### src/aer_params.svh
/*
  Array and bus sizes for the AER readout.
  AER_ROW_AW and AER_COL_AW must equal clog2 of AER_HALF_ROWS and AER_COLS.
  The event word layout places the row at bits 5..4 and the column at 1..0,
  so the address widths must stay at 2 or that layout has to move.
  Two halves are assumed throughout, giving 2*AER_HALF_ROWS*AER_COLS pixels.
*/
`ifndef AER_PARAMS_SVH
`define AER_PARAMS_SVH

// Array geometry, per half
`define AER_HALF_ROWS 4
`define AER_COLS      4

// Encoded address widths
`define AER_ROW_AW    2
`define AER_COL_AW    2

// Wishbone data width
`define AER_WB_DW     32

`endif

### src/aer_pkg.sv
/*
  Shared types for the AER readout.
  Event word: bit 31 valid, bit 8 half (0 top, 1 bottom), bits 5..4 row,
  bits 1..0 column, all other bits zero. A word with valid = 0 is all zero.
  Control word at address 1: bit 0 enable, other bits read as zero.
  Widths come from aer_params.svh.
*/
`include "aer_params.svh"

package aer_pkg;

    typedef logic [`AER_HALF_ROWS-1:0] row_vec_t;   // One bit per row of a half
    typedef logic [`AER_COLS-1:0]      col_vec_t;   // One bit per column
    typedef logic [`AER_ROW_AW-1:0]    row_addr_t;  // Encoded row index
    typedef logic [`AER_COL_AW-1:0]    col_addr_t;  // Encoded column index
    typedef logic [`AER_WB_DW-1:0]     wb_data_t;   // Wishbone bus word

    // Merger holds at most one event
    typedef enum logic
    {
        MERGE_EMPTY = 1'b0,
        MERGE_FULL  = 1'b1
    } merge_state_t;

endpackage

### src/priority_arb.sv
/*
  Fixed-priority picker, purely combinational.
  Bit 0 has the highest priority. The grant is one-hot,
  or all zero when no request bit is set.
*/
`timescale 1ns/1ns

module priority_arb
#(
    parameter int WIDTH = 4                 // Number of requesters
)
(
    input  logic [WIDTH-1:0] req_i,         // Request bits
    output logic [WIDTH-1:0] gnt_o          // One-hot grant of lowest request
);

    logic [WIDTH-1:0] req_neg;              // Two's complement of the requests

    // Lowest set bit survives the and with its own negation
    assign req_neg = ~req_i + 1'b1;

    always_comb
    begin
        gnt_o = req_i & req_neg;
    end

endmodule

### src/row_arbiter.sv
/*
  Masked round-robin row arbiter for one half of the array.
  gnt_o and row_addr_o update one clock after a cycle with enable_i high.
  Each requesting row is granted once per round, rows ascending.
  An empty mask gives a zero grant and reloads to all ones, so a fresh
  enable is needed to start the next round.
  grp_release_o is registered: high one clock after a cycle with no masked request.
*/
`timescale 1ns/1ns

module row_arbiter
    import aer_pkg::*;
(
    input  logic      clk_i,                // Clock
    input  logic      reset_i,              // Asynchronous reset, active high
    input  logic      enable_i,             // Advance to the next row
    input  row_vec_t  req_i,                // Rows with pending pixels
    output row_vec_t  gnt_o,                // Registered one-hot row grant
    output row_addr_t row_addr_o,           // Encoded granted row
    output logic      grp_release_o         // Round finished, mask reloaded
);

    row_vec_t mask_q;                       // Rows still eligible this round
    row_vec_t mask_req;                     // Requests inside the mask
    row_vec_t mask_gnt;                     // Lowest masked request
    row_vec_t mask_next;                    // Rows strictly above the grant

    assign mask_req  = req_i & mask_q;
    assign mask_next = ~((mask_gnt << 1) - 1'b1);  // Top row grant leaves mask empty

    priority_arb #(.WIDTH($bits(row_vec_t))) u_pick
    (
        .req_i (mask_req),
        .gnt_o (mask_gnt)
    );

    always_ff @(posedge clk_i or posedge reset_i)
    begin
        if (reset_i)
        begin
            mask_q        <= '1;            // All rows open
            gnt_o         <= '0;
            grp_release_o <= 1'b0;
        end
        else
        begin
            grp_release_o <= (mask_req == '0);
            if (enable_i)
            begin
                gnt_o <= mask_gnt;          // Zero when the round is exhausted
                if (mask_gnt == '0)
                    mask_q <= '1;           // Start a new round
                else
                    mask_q <= mask_next;
            end
        end
    end

    // Encode the registered grant, zero grant reads as row 0
    always_comb
    begin
        row_addr_o = '0;
        for (int i = 0; i < $bits(row_vec_t); i++)
        begin
            if (gnt_o[i])
                row_addr_o = row_addr_t'(i);
        end
    end

    a_gnt_onehot : assert property (@(posedge clk_i) disable iff (reset_i)
        $onehot0(gnt_o))
        else $error("row grant is not one-hot: %b", gnt_o);

endmodule

### src/half_readout.sv
/*
  Readout of one half of the pixel array.
  Pixels hold a level request until their clear pulse, which comes one
  clock after the take. Columns of the granted row are served ascending;
  a column served in this row visit waits for the next round.
  The offer stays valid with a fixed address until the merger takes it.
  No new offer and no row advance while enable_i is low.
*/
`timescale 1ns/1ns
`include "aer_params.svh"

module half_readout
    import aer_pkg::*;
#(
    parameter int HALF_ID = 0               // 0 top, 1 bottom
)
(
    input  logic                                 clk_i,
    input  logic                                 reset_i,
    input  logic                                 enable_i,    // Readout enable from merger
    input  logic [`AER_HALF_ROWS*`AER_COLS-1:0]  pix_req_i,   // Index row*COLS + col
    input  logic                                 ev_take_i,   // Merger takes the offer
    output logic [`AER_HALF_ROWS*`AER_COLS-1:0]  pix_clr_o,   // One-cycle clear pulse
    output logic                                 ev_valid_o,  // Event offered
    output row_addr_t                            ev_row_o,    // Row of the offer
    output col_addr_t                            ev_col_o     // Column of the offer
);

    localparam int COLS = `AER_COLS;

    row_vec_t  row_req;                     // Rows with any pending pixel
    row_vec_t  row_gnt;                     // Granted row, one-hot
    row_addr_t row_addr;                    // Granted row, encoded
    logic      row_adv;                     // Ask the arbiter for the next row
    col_vec_t  row_pix;                     // Requests of the granted row
    col_vec_t  offer_cols;                  // Column currently offered
    col_vec_t  cand_cols;                   // Columns still to serve
    col_vec_t  cand_gnt;                    // Next column to offer
    col_vec_t  col_served_q;                // Columns served in this row visit
    col_vec_t  col_sel_q;                   // One-hot column of the offer
    logic      ev_valid_q;
    logic      taken;
    logic      load;

    // OR across columns gives the row request
    always_comb
    begin
        for (int r = 0; r < $bits(row_vec_t); r++)
            row_req[r] = |pix_req_i[r*COLS +: COLS];
    end

    row_arbiter u_row_arb
    (
        .clk_i         (clk_i),
        .reset_i       (reset_i),
        .enable_i      (row_adv),
        .req_i         (row_req),
        .gnt_o         (row_gnt),
        .row_addr_o    (row_addr),
        .grp_release_o ()
    );

    assign row_pix    = (row_gnt != '0) ? pix_req_i[row_addr*COLS +: COLS] : '0;
    assign offer_cols = ev_valid_q ? col_sel_q : '0;
    assign cand_cols  = row_pix & ~col_served_q & ~offer_cols;  // Excludes the offer itself

    priority_arb #(.WIDTH(COLS)) u_col_pick
    (
        .req_i (cand_cols),
        .gnt_o (cand_gnt)
    );

    assign taken   = ev_valid_q && ev_take_i;
    assign load    = enable_i && (cand_cols != '0) && (!ev_valid_q || ev_take_i);
    assign row_adv = enable_i && !ev_valid_q && (cand_cols == '0);  // Row done or no grant

    always_ff @(posedge clk_i or posedge reset_i)
    begin
        if (reset_i)
        begin
            ev_valid_q   <= 1'b0;
            col_served_q <= '0;
            pix_clr_o    <= '0;
        end
        else
        begin
            pix_clr_o <= '0;
            if (taken)
            begin
                col_served_q <= col_served_q | col_sel_q;
                pix_clr_o[row_addr*COLS +: COLS] <= col_sel_q;  // Clear exactly the read pixel
            end
            if (row_adv)
                col_served_q <= '0;         // New row visit
            if (load)
                ev_valid_q <= 1'b1;         // Next column follows right after a take
            else if (taken)
                ev_valid_q <= 1'b0;
        end
    end

    always_ff @(posedge clk_i)
    begin
        if (load)
            col_sel_q <= cand_gnt;
    end

    assign ev_valid_o = ev_valid_q;
    assign ev_row_o   = row_addr;           // Row is frozen while an offer is pending

    always_comb
    begin
        ev_col_o = '0;
        for (int c = 0; c < COLS; c++)
        begin
            if (col_sel_q[c])
                ev_col_o = col_addr_t'(c);
        end
    end

    a_clr_onehot : assert property (@(posedge clk_i) disable iff (reset_i)
        $onehot0(pix_clr_o))
        else $error("half %0d clears more than one pixel: %h", HALF_ID, pix_clr_o);

endmodule

### src/event_merger.sv
/*
  Merges the two half readouts into a single event register and exposes it
  over a Wishbone classic slave. There is no FIFO. While the register is full,
  no half is taken and the halves keep their offers.
  Address 0 read returns the event and empties the register at the ack;
  an empty register reads as all zero. Address 0 writes are ignored.
  Address 1 holds the enable bit. wb_ack_o is a single-cycle pulse.
*/
`timescale 1ns/1ns

module event_merger
    import aer_pkg::*;
(
    input  logic      clk_i,
    input  logic      reset_i,
    input  logic      top_valid_i,          // Top half offer
    input  row_addr_t top_row_i,
    input  col_addr_t top_col_i,
    input  logic      bot_valid_i,          // Bottom half offer
    input  row_addr_t bot_row_i,
    input  col_addr_t bot_col_i,
    input  logic      wb_cyc_i,
    input  logic      wb_stb_i,
    input  logic      wb_we_i,
    input  logic      wb_adr_i,             // 0 event, 1 control
    input  wb_data_t  wb_dat_i,
    output logic      top_take_o,           // Take top offer this cycle
    output logic      bot_take_o,           // Take bottom offer this cycle
    output logic      enable_o,             // Readout enable to both halves
    output wb_data_t  wb_dat_o,
    output logic      wb_ack_o
);

    merge_state_t state_q;
    logic         bot_first_q;              // Bottom wins the next tie
    logic         enable_q;
    logic         ack_q;
    logic         ev_rd_q;                  // Acked access is an event read
    logic         wb_req;                   // New access arrives this cycle
    logic         ev_half_q;                // Event payload
    row_addr_t    ev_row_q;
    col_addr_t    ev_col_q;
    logic         is_empty;
    logic         rd_pop;                   // Event read acknowledged
    wb_data_t     ev_word;
    wb_data_t     ctrl_word;

    assign is_empty   = (state_q == MERGE_EMPTY);
    assign top_take_o = is_empty && top_valid_i && (!bot_valid_i || !bot_first_q);
    assign bot_take_o = is_empty && bot_valid_i && (!top_valid_i || bot_first_q);

    assign wb_req = wb_cyc_i && wb_stb_i && !ack_q;
    assign rd_pop = ev_rd_q && (state_q == MERGE_FULL);

    always_ff @(posedge clk_i or posedge reset_i)
    begin
        if (reset_i)
        begin
            state_q     <= MERGE_EMPTY;
            bot_first_q <= 1'b0;            // Top wins the first tie
            enable_q    <= 1'b0;
            ack_q       <= 1'b0;
            ev_rd_q     <= 1'b0;
        end
        else
        begin
            ack_q   <= wb_req;              // One ack per strobe
            ev_rd_q <= wb_req && !wb_we_i && !wb_adr_i;
            if (wb_req && wb_we_i && wb_adr_i)
                enable_q <= wb_dat_i[0];    // Write lands as the access arrives
            case (state_q)
                MERGE_EMPTY:
                begin
                    if (top_take_o || bot_take_o)
                    begin
                        state_q     <= MERGE_FULL;
                        bot_first_q <= top_take_o;  // Other half gets the next tie
                    end
                end
                MERGE_FULL:
                begin
                    if (rd_pop)
                        state_q <= MERGE_EMPTY;
                end
                default: state_q <= MERGE_EMPTY;
            endcase
        end
    end

    always_ff @(posedge clk_i)
    begin
        if (top_take_o)
        begin
            ev_half_q <= 1'b0;
            ev_row_q  <= top_row_i;
            ev_col_q  <= top_col_i;
        end
        else if (bot_take_o)
        begin
            ev_half_q <= 1'b1;
            ev_row_q  <= bot_row_i;
            ev_col_q  <= bot_col_i;
        end
    end

    // Fields read as zero while empty
    always_comb
    begin
        ev_word = '0;
        if (state_q == MERGE_FULL)
        begin
            ev_word[31]              = 1'b1;
            ev_word[8]               = ev_half_q;
            ev_word[4 +: $bits(row_addr_t)] = ev_row_q;
            ev_word[0 +: $bits(col_addr_t)] = ev_col_q;
        end
    end

    assign ctrl_word = wb_data_t'(enable_q);
    assign wb_dat_o  = !ack_q ? '0 : (wb_adr_i ? ctrl_word : ev_word);
    assign wb_ack_o  = ack_q;
    assign enable_o  = enable_q;

    a_one_take : assert property (@(posedge clk_i) disable iff (reset_i)
        !(top_take_o && bot_take_o))
        else $error("both halves taken in one cycle");

endmodule

### src/aer_readout_top.sv
/*
  Top level of the pixel readout arbiter.
  pixel_req_i bit index is half*16 + row*4 + col; bits 15..0 are the top half.
  Requests must hold until the matching pixel_clr_o pulse.
  Latency from request to event varies; software polls address 0 until
  bit 31 of the returned word is set.
*/
`timescale 1ns/1ns
`include "aer_params.svh"

module aer_readout_top
    import aer_pkg::*;
(
    input  logic                                   clk_i,
    input  logic                                   reset_i,
    input  logic [2*`AER_HALF_ROWS*`AER_COLS-1:0]  pixel_req_i,  // Level requests
    output logic [2*`AER_HALF_ROWS*`AER_COLS-1:0]  pixel_clr_o,  // Clear pulses
    input  logic                                   wb_cyc_i,
    input  logic                                   wb_stb_i,
    input  logic                                   wb_we_i,
    input  logic                                   wb_adr_i,
    input  wb_data_t                               wb_dat_i,
    output wb_data_t                               wb_dat_o,
    output logic                                   wb_ack_o
);

    localparam int HALF_PIX = `AER_HALF_ROWS*`AER_COLS;

    logic      enable;                      // Shared readout enable
    logic      top_valid, bot_valid;
    logic      top_take, bot_take;
    row_addr_t top_row, bot_row;
    col_addr_t top_col, bot_col;

    half_readout #(.HALF_ID(0)) u_top
    (
        .clk_i      (clk_i),
        .reset_i    (reset_i),
        .enable_i   (enable),
        .pix_req_i  (pixel_req_i[HALF_PIX-1:0]),
        .ev_take_i  (top_take),
        .pix_clr_o  (pixel_clr_o[HALF_PIX-1:0]),
        .ev_valid_o (top_valid),
        .ev_row_o   (top_row),
        .ev_col_o   (top_col)
    );

    half_readout #(.HALF_ID(1)) u_bot
    (
        .clk_i      (clk_i),
        .reset_i    (reset_i),
        .enable_i   (enable),
        .pix_req_i  (pixel_req_i[2*HALF_PIX-1:HALF_PIX]),
        .ev_take_i  (bot_take),
        .pix_clr_o  (pixel_clr_o[2*HALF_PIX-1:HALF_PIX]),
        .ev_valid_o (bot_valid),
        .ev_row_o   (bot_row),
        .ev_col_o   (bot_col)
    );

    event_merger u_merge
    (
        .clk_i       (clk_i),
        .reset_i     (reset_i),
        .top_valid_i (top_valid),
        .top_row_i   (top_row),
        .top_col_i   (top_col),
        .bot_valid_i (bot_valid),
        .bot_row_i   (bot_row),
        .bot_col_i   (bot_col),
        .wb_cyc_i    (wb_cyc_i),
        .wb_stb_i    (wb_stb_i),
        .wb_we_i     (wb_we_i),
        .wb_adr_i    (wb_adr_i),
        .wb_dat_i    (wb_dat_i),
        .top_take_o  (top_take),
        .bot_take_o  (bot_take),
        .enable_o    (enable),
        .wb_dat_o    (wb_dat_o),
        .wb_ack_o    (wb_ack_o)
    );

endmodule

### config.mk
export PLATFORM = sky130hd
export DESIGN_NAME = aer_readout_top
export DESIGN_NICKNAME = d
export VERILOG_FILES = /design/src/aer_pkg.sv /design/src/priority_arb.sv /design/src/row_arbiter.sv /design/src/half_readout.sv /design/src/event_merger.sv /design/src/aer_readout_top.sv
export VERILOG_INCLUDE_DIRS = /design/src
export SDC_FILE = /design/constraint.sdc
export NUM_CORES = 1
export LEC_CHECK = 0
export BUFFER_PORTS_ARGS = -buffer_cell sky130_fd_sc_hd__buf_2
export CAP_MARGIN = 20
export CORE_MARGIN = 4
export CORE_UTILIZATION = 55
export CTS_CLUSTER_DIAMETER = 200
export DETAILED_ROUTE_END_ITERATION = 10
export PLACE_DENSITY = 0.84
export SYNTH_ARGS = -nofsm -noshare
export SYNTH_HDL_FRONTEND = slang
export SYNTH_HIERARCHICAL = 1
export SYNTH_SLANG_ARGS = --single-unit
### constraint.sdc
create_clock -name clk_i -period 6.35 [get_ports clk_i]
set_input_delay 1.27 -clock clk_i [delete_from_list [all_inputs] [get_ports clk_i]]
set_output_delay 1.27 -clock clk_i [all_outputs]
set_load 0.01 [all_outputs]
==> results.json <==
{
  "grt_pass1_wl_um": 12200,
  "unrepaired_setup_endpoints_after_global_routing": "no",
  "initial_core_util_pct": 57.6,
  "cts_repair_resize_count": 0,
  "drtPass1Iterations": 5,
  "grt_overflow_total": 0,
  "track_usage_pct": 17.6,
  "num-fill-cells": 538,
  "finClkSkew_ns": 0.00802,
  "final_max_slew_viol_count": 0,
  "total_leakage_power_nw": 2.20,
  "critPathMaxFanout": 5,
  "outcome": "complete, no violations",
  "hold_slack_ns": 0.430,
  "reg2reg_from": "u_bot/u_row_arb/gnt_o[2]$_DFFE_PP0P_",
  "synth_area_per_cell_sq_um": 11.0,
  "boundaryPins": 135,
  "final_cell_mix": "sky130_fd_sc_hd__buf_2 (77), sky130_fd_sc_hd__dfrtp_1 (55), sky130_fd_sc_hd__nor2_1 (50), sky130_fd_sc_hd__conb_1 (26), sky130_fd_sc_hd__a21oi_1 (22)",
  "drt_iter0_markers": 147,
  "finalCriticalPeriod_ns": 3.18,
  "rr_worst_depth": 7,
  "place.gp.congestion": 0.811,
  "placement_rows": 30,
  "drcViolationCount": 0,
  "area.sequential_sq_um": 1970,
  "path_type_of_the_worst_setup_path": "in2out",
  "netlist_area_sq_um": 4000,
  "worst_ir_drop_vdd_v": 0.000157,
  "worst_slew_pin_slew_ns": 0.752,
  "core_sq_um": 6940,
  "final-setup-viol-count": 0,
  "ctsLongestPathBuffers": 2,
  "power.density_cell_area_nw_per_um2": 419,
  "crit_chain": "buf_2, nor3b_2, and2_1, buf_2",
  "timing.max_slew.rel_slack_pct": 49.8,
  "route.detailed.wl_per_inst_um": 13.9,
  "tritoncts_clock_tree": "built",
  "critical-path-top-delay-family": "simple AND/OR/NAND/NOR gates",
  "drt.antenna.violating_nets": 0,
  "worst_setup_hold_path_clk_slew_ns": 0.07,
  "drv_cap": 0,
  "max_clock_freq_mhz": 315,
  "layout.cells.most_common": "sky130_fd_sc_hd__buf_2",
  "worst_hold_startpoint": "u_merge/ev_rd_q$_DFF_PP0_",
  "chipHeight_um": 93.3,
  "finalHoldViolations": 0,
  "crit-reg2reg-capture": "u_bot/u_row_arb/gnt_o[3]$_DFFE_PP0P_",
  "ctsHoldBuffers": 0,
  "post_cts_buffers": 0,
  "cts_num_sinks": 76,
  "clock_tree.root_cell": "sky130_fd_sc_hd__clkbuf_8",
  "timing.critical_path.to_type": "output port",
  "grt_pass1_vias": 2730,
  "dieArea_sq_um": 8700,
  "num-nets-final": 520,
  "numPortBuffers": 77,
  "synthesis.instances": 362,
  "layout-drive-gt1-share_pct": 31.1,
  "clock_latency_ns": 0.34,
  "dp_hpwl_um": 5840,
  "critical_path_buffer_and_inverter_count": 2,
  "critical_path.max_stage_delay_ns": 0.23,
  "crit_path_top_delay_cell": "sky130_fd_sc_hd__nor3b_2",
  "critical_path.most_common_cell": "sky130_fd_sc_hd__buf_2",
  "reg2reg_setup_slack_ns": 3.69,
  "finalSetupTns_ns": 0,
  "htreeDepth": 3,
  "min_to": "u_merge/state_q$_DFF_PP0_",
  "route.detailed.vias_per_inst": 5.17,
  "worstHoldPathType": "reg2reg",
  "start_kind": "input pin",
  "multiInputGateArea_sq_um": 1760,
  "num_antenna_cells": 0,
  "finalCritPeriodShare_pct": 50.0,
  "yosysWarnings": 6,
  "num_vias": 2776,
  "critical_path_arrival_ns": 1.91,
  "maximum_number_of_pins_on_one_net_before_global_route_repair": 22,
  "die_w_um": 93.3,
  "count_of_cells_along_the_worst_hold_path": 1,
  "postRouteWirelength_um": 7490,
  "crit_required_ns": 5.08,
  "grt_antenna_before_repair": 0,
  "numCtsBuffers": 9,
  "areaGrowthSynthToFinish_pct": 13.6
}
==> registers in the layout, indices dropped and copies added, names as in the netlist, 4 cells and up <==
name,count
u_bot/pix_clr_o,16
u_top/pix_clr_o,16
u_bot/col_sel_q,4
u_bot/col_served_q,4
u_bot/u_row_arb/gnt_o,4
u_bot/u_row_arb/mask_q,4
u_top/col_sel_q,4
u_top/col_served_q,4
u_top/u_row_arb/gnt_o,4
u_top/u_row_arb/mask_q,4
==> per-stage QoR <==
step	power, mW	utilization, %	cell area [sq um]	cells	setup WS (ns)
floorplan	1.38	-	4090	387	3.31
global placement	1.45	62.0	4310	521	3.18
detailed placement	1.49	62.0	4310	521	3.16
CTS	1.91	65.4	4540	537	3.16
global route	2.03	65.4	4540	537	3.04
finish	1.90	65.4	4540	537	3.17
==> where the power goes <==
group / internal [mW] / leakage, nW / switching, mW
clock network: 0.243 / 0.116 / 0.171
registers: 0.632 / 0.940 / 0.0856
logic: 0.346 / 1.14 / 0.426
total: 1.22 / 2.20 / 0.683
==> layer usage <==
metal  vias up  routed length, um  track usage, %
met4         0                 92            6.35
met3         8                420            2.98
met5         -                  0               0
met2        98               3940            30.1
li1       1346                  -               -
met1      1324               3040            22.4
==> worst max-delay path by stage <==
stage,cells after the start,slack (ns),endpoint,startpoint
final,4,3.17,wb_dat_o[8],wb_adr_i
after global routing,4,3.04,wb_dat_o[8],wb_adr_i
after CTS,4,3.16,wb_dat_o[8],wb_adr_i
after detailed placement,4,3.16,wb_dat_o[8],wb_adr_i
after global placement,4,3.18,wb_dat_o[8],wb_adr_i
after floorplan,2,3.31,wb_dat_o[1],wb_adr_i
==> final cells by class <==
type / instances / share of cell area [%]
clock inverter: 5 / 1.82
clock buffer: 11 / 3.33
sequential: 76 / 43.3
timing repair buffer: 77 / 8.48
inverter: 19 / 1.57
tap: 96 / 2.64
multi-input combinational: 253 / 38.8
Power figures use the tool's default switching activity.
